`config.mk`:
```
export PLATFORM = sky130hd
export DESIGN_NAME = moxie_regs_top
export DESIGN_NICKNAME = d
export VERILOG_FILES = /design/src/moxie_isa_pkg.sv /design/src/moxie_dp_pkg.sv /design/src/moxie_regfile.sv /design/src/moxie_issue.sv /design/src/moxie_alu_unit.sv /design/src/moxie_stack_unit.sv /design/src/moxie_wb_arbiter.sv /design/src/moxie_regs_top.sv
export SDC_FILE = /design/constraint.sdc
export NUM_CORES = 2
export LEC_CHECK = 0
export BUFFER_PORTS_ARGS = -buffer_cell sky130_fd_sc_hd__clkbuf_2
export CAP_MARGIN = 5
export CORE_MARGIN = 2
export CORE_UTILIZATION = 55
export CTS_CLUSTER_SIZE = 10
export DETAILED_ROUTE_END_ITERATION = 10
export GPL_TIMING_DRIVEN = 1
export PLACE_DENSITY = 0.75
export SLEW_MARGIN = 20
export SYNTH_ARGS = -nofsm -noshare
export SYNTH_HDL_FRONTEND = slang
export SYNTH_SLANG_ARGS = --single-unit
```
`constraint.sdc`:
```
create_clock -name clk_i -period 11.7 [get_ports clk_i]
set_input_delay 1.17 -clock clk_i [delete_from_list [all_inputs] [get_ports clk_i]]
set_output_delay 1.17 -clock clk_i [all_outputs]
set_load 0.02 [all_outputs]
```
`src/moxie_isa_pkg.sv`:
```
// command word encoding for the register-access core
// one 16-bit word per command, opcode in the top nibble
// opcodes 12 to 15 are not decoded and behave as nop
// immediate form is used only by ldi and inc
`default_nettype none

package moxie_isa_pkg;

  // register file geometry
  localparam int NUM_REGS = 16;

  typedef logic [3:0] reg_idx_t;

  // fixed roles of the first two registers
  localparam reg_idx_t FP_IDX = 4'd0;
  localparam reg_idx_t SP_IDX = 4'd1;

  typedef enum logic [3:0] {
    OP_NOP  = 4'd0,
    OP_MOV  = 4'd1,
    OP_ADD  = 4'd2,
    OP_SUB  = 4'd3,
    OP_AND  = 4'd4,
    OP_OR   = 4'd5,
    OP_XOR  = 4'd6,
    OP_LDI  = 4'd7,
    OP_INC  = 4'd8,
    OP_PUSH = 4'd9,
    OP_POP  = 4'd10,
    OP_OUT  = 4'd11
  } opcode_e;

  // register form: two register operands
  typedef struct packed {
    opcode_e    opcode;
    reg_idx_t   ra;
    reg_idx_t   rb;
    logic [3:0] unused;
  } cmd_reg_t;

  // immediate form: ra plus an 8-bit immediate
  typedef struct packed {
    opcode_e    opcode;
    reg_idx_t   ra;
    logic [7:0] imm;
  } cmd_imm_t;

  typedef union packed {
    cmd_reg_t rform;
    cmd_imm_t iform;
  } cmd_word_u;

  function automatic logic cmd_is_imm(opcode_e op);
    return (op == OP_LDI) || (op == OP_INC);
  endfunction

endpackage

`default_nettype wire

```
`src/moxie_dp_pkg.sv`:
```
// datapath records shared by the issue stage and the units
// stack pointer is a byte address, word aligned
// only sp bits 7..2 index the stack memory, higher bits are ignored
`default_nettype none

package moxie_dp_pkg;

  import moxie_isa_pkg::*;

  // data word
  localparam int XLEN = 32;

  typedef logic [XLEN-1:0] word_t;

  // internal stack memory
  localparam int STACK_WORDS = 64;
  localparam int STACK_IDX_W = $clog2(STACK_WORDS);

  // record handed from issue to exactly one unit
  typedef struct packed {
    logic       valid;
    opcode_e    opcode;
    reg_idx_t   ra;
    reg_idx_t   rb;
    logic [7:0] imm;
  } issue_t;

  // register file write request
  typedef struct packed {
    logic     valid;
    reg_idx_t idx;
    word_t    data;
  } wb_req_t;

endpackage

`default_nettype wire

```
`src/moxie_regfile.sv`:
```
// 16 x 32 register file, two write ports and two registered read ports
// reads return the contents from before a same-edge write, no bypass
// write port 1 wins on an index clash, which issue never lets happen
// fp and sp taps are continuous views of entries 0 and 1
`timescale 1ns/1ps
`default_nettype none

module moxie_regfile
  import moxie_isa_pkg::*, moxie_dp_pkg::*;
(
  input  wire logic     clk_i,
  input  wire logic     arst_n_i,
  input  wire wb_req_t  wr0_i,
  input  wire wb_req_t  wr1_i,
  input  wire reg_idx_t rd_idx0_i,
  input  wire reg_idx_t rd_idx1_i,
  output word_t         rd_data0_o,
  output word_t         rd_data1_o,
  output word_t         fp_o,
  output word_t         sp_o
);

  word_t regs [NUM_REGS];

  // architectural state, cleared on reset
  always_ff @(posedge clk_i or negedge arst_n_i) begin
    if (!arst_n_i) begin
      for (int i = 0; i < NUM_REGS; i++) begin
        regs[i] <= '0;
      end
    end else begin
      if (wr0_i.valid) begin
        regs[wr0_i.idx] <= wr0_i.data;
      end
      // later assignment gives port 1 priority
      if (wr1_i.valid) begin
        regs[wr1_i.idx] <= wr1_i.data;
      end
    end
  end

  // operand registers
  always_ff @(posedge clk_i) begin
    rd_data0_o <= regs[rd_idx0_i];
    rd_data1_o <= regs[rd_idx1_i];
  end

  assign fp_o = regs[FP_IDX];
  assign sp_o = regs[SP_IDX];

endmodule

`default_nettype wire

```
`src/moxie_issue.sv`:
```
// issue stage: decode, scoreboard and stall
// a command is accepted when cmd_valid_i is high and stall_o is low
// read indices come straight from cmd_i so operands land one cycle later
// pending bits clear only on the write edge, so the read after that edge sees new data
`timescale 1ns/1ps
`default_nettype none

module moxie_issue
  import moxie_isa_pkg::*, moxie_dp_pkg::*;
(
  input  wire logic      clk_i,
  input  wire logic      arst_n_i,
  input  wire logic      cmd_valid_i,
  input  wire cmd_word_u cmd_i,
  input  wire logic      alu_hold_i,
  input  wire wb_req_t   wr0_i,
  input  wire wb_req_t   wr1_i,
  output logic           stall_o,
  output issue_t         alu_issue_o,
  output issue_t         stack_issue_o,
  output reg_idx_t       rd_idx0_o,
  output reg_idx_t       rd_idx1_o
);

  logic [NUM_REGS-1:0] pending_q;
  logic [NUM_REGS-1:0] rd_mask;
  logic [NUM_REGS-1:0] wr_mask;
  logic [NUM_REGS-1:0] clr_mask;
  logic                is_imm;
  logic                is_alu;
  logic                is_stack;
  logic                accept;
  issue_t              dec;

  assign is_imm = cmd_is_imm(cmd_i.rform.opcode);

  // both forms share opcode and ra, rb and imm depend on the form
  always_comb begin
    dec.valid  = 1'b1;
    dec.opcode = cmd_i.rform.opcode;
    dec.ra     = cmd_i.rform.ra;
    dec.rb     = is_imm ? FP_IDX : cmd_i.rform.rb;
    dec.imm    = is_imm ? cmd_i.iform.imm : 8'h00;
  end

  // unit selection plus read and write sets
  always_comb begin
    is_alu   = 1'b0;
    is_stack = 1'b0;
    rd_mask  = '0;
    wr_mask  = '0;
    case (dec.opcode)
      OP_MOV: begin
        is_alu          = 1'b1;
        rd_mask[dec.rb] = 1'b1;
        wr_mask[dec.ra] = 1'b1;
      end
      OP_ADD, OP_SUB, OP_AND, OP_OR, OP_XOR: begin
        is_alu          = 1'b1;
        rd_mask[dec.ra] = 1'b1;
        rd_mask[dec.rb] = 1'b1;
        wr_mask[dec.ra] = 1'b1;
      end
      OP_LDI: begin
        is_alu          = 1'b1;
        wr_mask[dec.ra] = 1'b1;
      end
      OP_INC: begin
        is_alu          = 1'b1;
        rd_mask[dec.ra] = 1'b1;
        wr_mask[dec.ra] = 1'b1;
      end
      OP_OUT: begin
        is_alu          = 1'b1;
        rd_mask[dec.ra] = 1'b1;
      end
      OP_PUSH: begin
        is_stack        = 1'b1;
        rd_mask[dec.ra] = 1'b1;
        rd_mask[SP_IDX] = 1'b1;
        wr_mask[SP_IDX] = 1'b1;
      end
      OP_POP: begin
        is_stack        = 1'b1;
        rd_mask[SP_IDX] = 1'b1;
        wr_mask[dec.ra] = 1'b1;
        wr_mask[SP_IDX] = 1'b1;
      end
      // nop and the undecoded codes touch nothing
      default: ;
    endcase
  end

  // hazard on any touched register, or the alu still holds a refused write
  assign stall_o   = cmd_valid_i && (|((rd_mask | wr_mask) & pending_q) || alu_hold_i);
  assign accept    = cmd_valid_i && !stall_o;
  assign rd_idx0_o = dec.ra;
  assign rd_idx1_o = dec.rb;

  always_comb begin
    clr_mask = '0;
    if (wr0_i.valid) clr_mask[wr0_i.idx] = 1'b1;
    if (wr1_i.valid) clr_mask[wr1_i.idx] = 1'b1;
  end

  always_ff @(posedge clk_i or negedge arst_n_i) begin
    if (!arst_n_i) begin
      pending_q     <= '0;
      alu_issue_o   <= '0;
      stack_issue_o <= '0;
    end else begin
      // set wins, though issue never sets a bit that is being cleared
      pending_q           <= (pending_q & ~clr_mask) | (accept ? wr_mask : '0);
      alu_issue_o         <= dec;
      alu_issue_o.valid   <= accept && is_alu;
      stack_issue_o       <= dec;
      stack_issue_o.valid <= accept && is_stack;
    end
  end

endmodule

`default_nettype wire

```
`src/moxie_alu_unit.sv`:
```
// alu unit, works in the cycle after issue on registered operands
// opa is ra's value, opb is rb's value
// a refused write sits in a one-entry hold and asks again each cycle
// hold_o is high in the refused cycle too, so issue stalls right away
`timescale 1ns/1ps
`default_nettype none

module moxie_alu_unit
  import moxie_isa_pkg::*, moxie_dp_pkg::*;
(
  input  wire logic   clk_i,
  input  wire logic   arst_n_i,
  input  wire issue_t issue_i,
  input  wire word_t  opa_i,
  input  wire word_t  opb_i,
  input  wire logic   gnt_i,
  output wb_req_t     wb_req_o,
  output logic        hold_o,
  output word_t       result_o,
  output logic        result_valid_o
);

  word_t   result;
  logic    writes;
  wb_req_t fresh_req;
  wb_req_t hold_q;
  logic    hold_valid_q;

  always_comb begin
    result = opa_i;
    writes = 1'b1;
    case (issue_i.opcode)
      OP_MOV: result = opb_i;
      OP_ADD: result = opa_i + opb_i;
      OP_SUB: result = opa_i - opb_i;
      OP_AND: result = opa_i & opb_i;
      OP_OR:  result = opa_i | opb_i;
      OP_XOR: result = opa_i ^ opb_i;
      // immediate zero-extended
      OP_LDI: result = word_t'(issue_i.imm);
      OP_INC: result = opa_i + word_t'(issue_i.imm);
      // out and the rest write nothing
      default: writes = 1'b0;
    endcase
  end

  assign fresh_req = '{valid: issue_i.valid && writes, idx: issue_i.ra, data: result};

  // a held request goes first, issue keeps new ones out meanwhile
  assign wb_req_o = hold_valid_q ? hold_q : fresh_req;
  assign hold_o   = wb_req_o.valid && !gnt_i;

  always_ff @(posedge clk_i or negedge arst_n_i) begin
    if (!arst_n_i) begin
      hold_valid_q <= 1'b0;
    end else begin
      hold_valid_q <= hold_o;
    end
  end

  always_ff @(posedge clk_i) begin
    if (hold_o) begin
      hold_q <= wb_req_o;
    end
  end

  // out shows ra for exactly the issue cycle
  assign result_o       = opa_i;
  assign result_valid_o = issue_i.valid && (issue_i.opcode == OP_OUT);

endmodule

`default_nettype wire

```
`src/moxie_stack_unit.sv`:
```
// stack unit with a private 64-word stack memory
// push: sp -= 4 and store ra at the new sp, both in cycle 1
// pop: read at sp in cycle 1, write ra and sp += 4 in cycle 2
// sp above 8 bits wraps in the memory, pop into sp is undefined
`timescale 1ns/1ps
`default_nettype none

module moxie_stack_unit
  import moxie_isa_pkg::*, moxie_dp_pkg::*;
(
  input  wire logic   clk_i,
  input  wire logic   arst_n_i,
  input  wire issue_t issue_i,
  input  wire word_t  opa_i,
  input  wire word_t  sp_i,
  input  wire logic   gnt_i,
  output wb_req_t     wb_req_o,
  output wb_req_t     sp_wr_o
);

  word_t                  stack_mem [STACK_WORDS];
  word_t                  sp_dec;
  word_t                  sp_inc;
  logic                   push_s1;
  logic                   pop_s1;
  logic [STACK_IDX_W-1:0] push_idx;
  logic [STACK_IDX_W-1:0] pop_idx;
  logic                   pop_valid_q;
  reg_idx_t               pop_ra_q;
  word_t                  pop_data_q;

  assign push_s1 = issue_i.valid && (issue_i.opcode == OP_PUSH);
  assign pop_s1  = issue_i.valid && (issue_i.opcode == OP_POP);

  assign sp_dec   = sp_i - word_t'(4);
  assign sp_inc   = sp_i + word_t'(4);
  // word index from the byte address
  assign push_idx = sp_dec[STACK_IDX_W+1:2];
  assign pop_idx  = sp_i[STACK_IDX_W+1:2];

  always_ff @(posedge clk_i) begin
    if (push_s1) begin
      stack_mem[push_idx] <= opa_i;
    end
    if (pop_s1) begin
      pop_data_q <= stack_mem[pop_idx];
      pop_ra_q   <= issue_i.ra;
    end
  end

  // pop write-back stays up until granted
  always_ff @(posedge clk_i or negedge arst_n_i) begin
    if (!arst_n_i) begin
      pop_valid_q <= 1'b0;
    end else begin
      pop_valid_q <= pop_s1 || (pop_valid_q && !gnt_i);
    end
  end

  assign wb_req_o = '{valid: pop_valid_q, idx: pop_ra_q, data: pop_data_q};

  // sp port is private, push and pop never overlap since sp is pending
  always_comb begin
    sp_wr_o = '{valid: 1'b0, idx: SP_IDX, data: sp_dec};
    if (push_s1) begin
      sp_wr_o.valid = 1'b1;
    end else if (pop_valid_q && gnt_i) begin
      // sp moves together with the popped register
      sp_wr_o.valid = 1'b1;
      sp_wr_o.data  = sp_inc;
    end
  end

endmodule

`default_nettype wire

```
`src/moxie_wb_arbiter.sv`:
```
// write port 0 arbiter, stack unit over alu unit
// purely combinational, the loser keeps its own request
`timescale 1ns/1ps
`default_nettype none

module moxie_wb_arbiter
  import moxie_dp_pkg::*;
(
  input  wire wb_req_t stack_req_i,
  input  wire wb_req_t alu_req_i,
  output logic         stack_gnt_o,
  output logic         alu_gnt_o,
  output wb_req_t      wr_o
);

  // fixed priority
  assign stack_gnt_o = stack_req_i.valid;
  assign alu_gnt_o   = alu_req_i.valid && !stack_req_i.valid;

  // winner drives the port, idle when nobody asks
  always_comb begin
    if (stack_gnt_o) begin
      wr_o = stack_req_i;
    end else begin
      wr_o       = alu_req_i;
      wr_o.valid = alu_gnt_o;
    end
  end

endmodule

`default_nettype wire

```
`src/moxie_regs_top.sv`:
```
// register-access core top level
// source must hold cmd_i while stall_o is high
// latency varies with write-back collisions, use out or the taps to observe
`timescale 1ns/1ps
`default_nettype none

module moxie_regs_top
  import moxie_isa_pkg::*, moxie_dp_pkg::*;
(
  input  wire logic      clk_i,
  input  wire logic      arst_n_i,
  input  wire logic      cmd_valid_i,
  input  wire cmd_word_u cmd_i,
  output logic           stall_o,
  output word_t          result_o,
  output logic           result_valid_o,
  output word_t          fp_o,
  output word_t          sp_o
);

  issue_t   alu_issue;
  issue_t   stack_issue;
  reg_idx_t rd_idx0;
  reg_idx_t rd_idx1;
  word_t    rd_data0;
  word_t    rd_data1;
  wb_req_t  alu_req;
  wb_req_t  stack_req;
  wb_req_t  wr0;
  wb_req_t  wr1;
  logic     alu_gnt;
  logic     stack_gnt;
  logic     alu_hold;

  moxie_issue u_issue (
    .clk_i         (clk_i),
    .arst_n_i      (arst_n_i),
    .cmd_valid_i   (cmd_valid_i),
    .cmd_i         (cmd_i),
    .alu_hold_i    (alu_hold),
    .wr0_i         (wr0),
    .wr1_i         (wr1),
    .stall_o       (stall_o),
    .alu_issue_o   (alu_issue),
    .stack_issue_o (stack_issue),
    .rd_idx0_o     (rd_idx0),
    .rd_idx1_o     (rd_idx1)
  );

  moxie_regfile u_regfile (
    .clk_i      (clk_i),
    .arst_n_i   (arst_n_i),
    .wr0_i      (wr0),
    .wr1_i      (wr1),
    .rd_idx0_i  (rd_idx0),
    .rd_idx1_i  (rd_idx1),
    .rd_data0_o (rd_data0),
    .rd_data1_o (rd_data1),
    .fp_o       (fp_o),
    .sp_o       (sp_o)
  );

  moxie_alu_unit u_alu (
    .clk_i          (clk_i),
    .arst_n_i       (arst_n_i),
    .issue_i        (alu_issue),
    .opa_i          (rd_data0),
    .opb_i          (rd_data1),
    .gnt_i          (alu_gnt),
    .wb_req_o       (alu_req),
    .hold_o         (alu_hold),
    .result_o       (result_o),
    .result_valid_o (result_valid_o)
  );

  // stack operand is ra through read port 0
  moxie_stack_unit u_stack (
    .clk_i    (clk_i),
    .arst_n_i (arst_n_i),
    .issue_i  (stack_issue),
    .opa_i    (rd_data0),
    .sp_i     (sp_o),
    .gnt_i    (stack_gnt),
    .wb_req_o (stack_req),
    .sp_wr_o  (wr1)
  );

  moxie_wb_arbiter u_wb_arb (
    .stack_req_i (stack_req),
    .alu_req_i   (alu_req),
    .stack_gnt_o (stack_gnt),
    .alu_gnt_o   (alu_gnt),
    .wr_o        (wr0)
  );

endmodule

`default_nettype wire

```
After elaboration in Yosys (flattened, before gate mapping)
Memories as Yosys holds them, arrays and structs flattened. A register that Yosys moved wholly into a read port is not among the register bits.
Cells that the tools add are included.
Cells by class
  add/sub/neg operators: 5
  $lt $le $gt $ge: 10
  equality and inequality tests: 22
  mux-type cells: 40
  bitwise gates (word level): 12
  reduce and logical (&&, ||, !) cells: 29
Operators with widths (count)
  $bwmux W512: 1
  $mux W512: 1
  $mux W480: 1
  $bmux W32 S4: 2
  $pmux W32 S8: 1
  $mux W32: 7
  $demux W32 S4: 1
  $mux W37: 2
  $or A16 B16 Y16: 3
  $pmux W14 S3: 1
  $add A32 B3 Y32 const B: 1
  $add A32 B32 Y32: 1
  $add A32 B8 Y32: 1
  $and A16 B16 Y16: 2
  $and A32 B32 Y32: 1
  $eq A4 B3 Y1 const B: 8
  $eq A4 B4 Y1 const B: 8
  $mux W16: 2
  $or A32 B32 Y32: 1
  $sub A32 B3 Y32 const B: 1
  $sub A32 B32 Y32: 1
  $xor A32 B32 Y32: 1
  $reduce_or A9 Y1: 2
  $eq A4 B2 Y1 const B: 4
  25 further kinds: 64
Word-level totals
  bits in registers: 653
  RAM bits: 2048
  input port bits: 19
  output and inout bits: 98
  word-level logic and storage cells: 149
  memories: 1
Memory list
  u_stack.stack_mem: depth 64, bits a word 32, read ports 1, clocked after memory_dff 1, wr ports 1, line moxie_stack_unit.sv:21  | word_t stack_mem [STACK_WORDS];

Depth between registers and ports, before layout
  word-level depth: 18
  gate-level depth with buffers: 20
  mapped depth without buffers: 18

Cells and area by module
From an unflattened synthesis, not the netlist that was laid out.
Second synthesis, totals
  cell total of the unflattened synthesis: 8408
  area, all modules: 125572.9 um2
By module, submodules not included
  moxie_stack_unit: times used 1, cells each 3430, area each 80300.8 um2, sequential area each 62605.0 um2
  moxie_regfile: times used 1, cells each 3815, area each 35512.8 um2, sequential area each 14093.5 um2
  moxie_alu_unit: times used 1, cells each 823, area each 6638.9 um2, sequential area each 1136.1 um2
  moxie_issue: times used 1, cells each 297, area each 2588.7 um2, sequential area each 950.9 um2
  moxie_wb_arbiter: times used 1, cells each 43, area each 531.8 um2, sequential area each 0.0 um2

Least setup slack after synthesis
OpenSTA, ideal clock, no wires.
  kind: register to register
  from: register u_issue.alu_issue_o[17] in the netlist's numbering
  to: register u_regfile.regs[126] in the netlist's numbering
  setup time: 0.125 ns
  data arrival time: 4.725 ns
  required time: 11.575 ns
  setup slack: 6.851 ns
  cell stages (with the launch flop): 18
  path buffers: 4
  period minus slack after synthesis: 4.849 ns
  cell sequence: dfrtp_1 clkbuf_1 clkbuf_1 clkbuf_1 nand3_1 nand2_1 o21ai_0 a221o_1 ha_1 a21o_1 a221o_1 a32oi_1 a21oi_1 or3_1 a31o_2 mux2_2 clkbuf_1 mux2_2
RTL lines
  start: declaration: line moxie_issue.sv:19  | output issue_t alu_issue_o,
  end signal: indexed assignment: line moxie_regfile.sv:33  | regs[wr0_i.idx] <= wr0_i.data;
  end signal: indexed assignment: line moxie_regfile.sv:37  | regs[wr1_i.idx] <= wr1_i.data;
  end: declaration: line moxie_regfile.sv:23  | word_t regs [NUM_REGS];

==> out/qor.txt <==
Reg2Reg Depth = 15
Post-synthesis sequential area ratio = 66.91%
Clock skew = 0.1078 ns
Reg2reg setup slack = 5.66 ns
Lkg Pwr = 44.28 nW
Worst path max stage delay = 0.66 ns
Final Hold Fails = 0
Slew Limit Fails = 0
Cell with the most instances after synthesis = edfxtp_1
Via Count = 71,920
Remaining DRCs = 0
Tmin final = 6.040 ns
DIE AREA = 217,500 um^2
Clock slew at reported path FFs = 0.06 ns
Port bufs = 116
Total grt overflow = 0
Max Freq = 0.1656 GHz
Area Overhead vs Synth = 10.98%
Final setup viols = 0
Routability cong. = 0.9786
Synth top area share = 54.16%
Top FF cell, synth = edfxtp_1
Final nets = 7,308
Hold buffers post-CTS = 0
Mapped Nets = 7,215
Worst Tran Pin Value = 1.203 ns
CTS max path bufs = 4
Setup tns final = 0 ns
Crit path required time = 12.55 ns
Largest area contributor in the netlist = edfxtp_1
Sinks on the clock net = 2,733
Classification of the worst setup path = register to register
Syn. warnings = 0
CTS buffer count = 328
Clock root cell = clkbuf_16
Initial Utilization = 55.39%
Io pins = 117
Vias per cell = 7.124
Reg2reg start = u_issue.alu_issue_o[19]
Dpl cells = 9,673
Mapped Cells = 7,089
Post-synth cell types = 88
Max-cap violations = 0
Gr usage total = 33.17%
Status = complete, no violations
VDD IR max = 0.1976 mV
# rows = 169
Total setup buffers inserted after CTS = 0
Post-DP HPWL = 197,900 um
Worst min-delay path class = primary input to asynchronous set/reset pin
Flops & latches, synth = 2,733
Worst Path Max Fanout = 24
Synth Cell Area = 117,600 um^2
Reg2reg end = u_regfile.regs[434]
Routed len/inst = 35.78 um
Syn Area/Cell = 16.59 um^2
Worst Path Buf+Inv = 1
Layout cells sized above 1 = 24.94%
RSZ-0062 raised after global routing = no
Rel. slew slack = 19.79%
Ys async rst share = 20.05%
First-pass DRT Iterations = 8
Crit path arrival time = 6.89 ns
First-pass GRT wire length = 515,800 um
EDFF count, synth = 2,121
CTS tree = yes
Die X = 466.4 um
Setup WS pre-CTS = 5.791 ns
DRT antenna net count = 0
Floorplan Core Area = 212,300 um^2
Worst setup margin = 5.660 ns
Startpoint types = register
Critical path, cell by cell = buf_4, nor2_1, nand3_1, nand2_1, o21ai_0, a221o_1, ha_1, a21o_1, a221o_1, a32oi_1, a21boi_0, o311ai_0, a21boi_0, mux2i_2, o21ai_0
Largest cells by area after synthesis = edfxtp_1 54%, mux4_2 16%, dfrtp_1 12%
CTS resizes = 0
WL final = 361,200 um
Family with the most delay on the worst path = compound AO/OA/AOI/OAI gates
# H-tree levels = 5
Largest net degree at the start of global routing = 155
Pwr per Cell Area = 196.5 nW/um^2
Antenna violations before repair = 29
Iter 0 DRT Violations = 11,800
Non-filler cells, final = 10,100
Period utilisation layout = 51.62%
Commonest cells post-synth = 2,121 x edfxtp_1, 832 x mux4_2, 548 x dfrtp_1, 528 x nand2_1, 418 x clkbuf_1
Slowest CP cell = o311ai_0
Worst Setup End Kind = register
Die Y = 466.4 um
Vias in the first global route = 70,980
Worst skew pair latency = 0.99 ns
-- worst reg2reg max path, cell delays in order, from the launching register on --
cell,delay (ns)
dfrtp_1,0.37
buf_4,0.22
nor2_1,0.24
nand3_1,0.54
nand2_1,0.53
o21ai_0,0.17
a221o_1,0.37
ha_1,0.37
a21o_1,0.22
a221o_1,0.44
a32oi_1,0.61
a21boi_0,0.23
o311ai_0,0.66
a21boi_0,0.44
mux2i_2,0.30
o21ai_0,0.28
-- how the worst max path moves through the flow --
| stage | from | endpoint | slack (ns) | depth (start not counted) |
|---|---|---|---|---|
| 5_1_grt | u_regfile.rd_data1_o[0] | u_regfile.fp_o[31] | 5.41 | 17 |
| 6_report | u_issue.alu_issue_o[19] | u_regfile.regs[434] | 5.66 | 15 |
| 3_3_place_gp | u_issue.alu_issue_o[18] | u_regfile.fp_o[18] | 5.91 | 15 |
| 3_5_place_dp | u_issue.alu_issue_o[19] | u_regfile.regs[434] | 5.79 | 15 |
| 2_1_floorplan | u_issue.alu_issue_o[17] | u_regfile.regs[126] | 6.85 | 17 |
| 4_1_cts | u_issue.alu_issue_o[19] | u_regfile.regs[434] | 5.79 | 15 |
-- kinds of logic (layout without fill, tap and decap cells) --
group	count (synthesis)	in the layout	share of synthesized area [%]
flip-flops	2733	2733	66.91
AND/OR/NAND/NOR	1246	1246	4.639
AO/OA/AOI/OAI	1178	1178	6.154
multiplexers	1090	1090	18.28
buffers and inverters	664	843	2.339
adder cells (fa/ha/maj)	107	107	1.145
XOR/XNOR	71	71	0.5352
other	0	6	0
-- power breakdown --
part           internal, W  switching [W]  total, W
registers           0.0110       0.000450    0.0115
logic              0.00225        0.00307   0.00532
clock network      0.00509        0.00375   0.00885
total               0.0184        0.00727    0.0257
-- per-stage QoR --
step	area, um^2	power, W	utilization, %	hold slack (ns)
after CTS	130500	0.02564	61.46	0.2982
after global placement	121700	0.01666	57.34	0.4260
after floorplan	117600	0.01506	-	0.4211
after global routing	130500	0.02634	61.47	0.3470
after detailed placement	121700	0.01680	57.35	0.4283
final	130500	0.02565	61.48	0.2650
-- cell type report --
| type | count | area [um^2] |
|---|---|---|
| fill | 14730 | 81780 |
| sequential | 2733 | 78750 |
| multi-input combinational | 3692 | 36780 |
| clock buffer | 400 | 8572 |
| tap | 2821 | 3530 |
| timing repair buffer | 333 | 2364 |
| inverter | 94 | 352.8 |
| clock inverter | 16 | 156.4 |
| antenna | 6 | 15.01 |
-- cells in the final DEF (no fill, tap or decap), types with 24 or more instances in the layout --
cell / count
dfxtp_1: 32
a21oi_1: 289
clkbuf_2: 111
buf_4: 207
edfxtp_1: 2121
and2_1: 35
o22ai_1: 71
nand4_1: 33
inv_1: 91
o21ai_0: 412
nand2_1: 526
nor3_1: 49
xor2_1: 24
clkbuf_16: 331
xnor2_1: 46
mux2_2: 142
mux2i_1: 110
dfxtp_2: 32
o221ai_1: 60
ha_1: 106
clkbuf_1: 66
a31oi_1: 48
mux4_2: 832
o31ai_1: 32
nor2_4: 65
nor2_1: 344
or3_1: 27
nand3_1: 40
a22oi_1: 67
and3_1: 26
dfrtp_1: 540
-- layer usage --
metal  vias to the layer above  routed length (um)  GRT usage, %
met4                        24               17140         13.61
met2                      5726              170400         52.03
met3                      1070               47250         8.481
met5                         -                 190             0
met1                     36980              126200         44.67
li1                      28120                   -             -
-- flip-flops by register name, summed over array words and instances, names as in the netlist --
signal / count
u_alu.hold_q: 37
u_alu.hold_valid_q: 1
u_issue.alu_issue_o: 17
u_issue.pending_q: 16
u_issue.stack_issue_o: 1
u_regfile.fp_o: 32
u_regfile.rd_data0_o: 32
u_regfile.rd_data1_o: 32
u_regfile.regs: 448
u_regfile.sp_o: 32
u_stack.pop_data_q: 32
u_stack.pop_ra_q: 4
u_stack.pop_valid_q: 1
u_stack.stack_mem: 2048
Power figures use the tool's default switching activity.
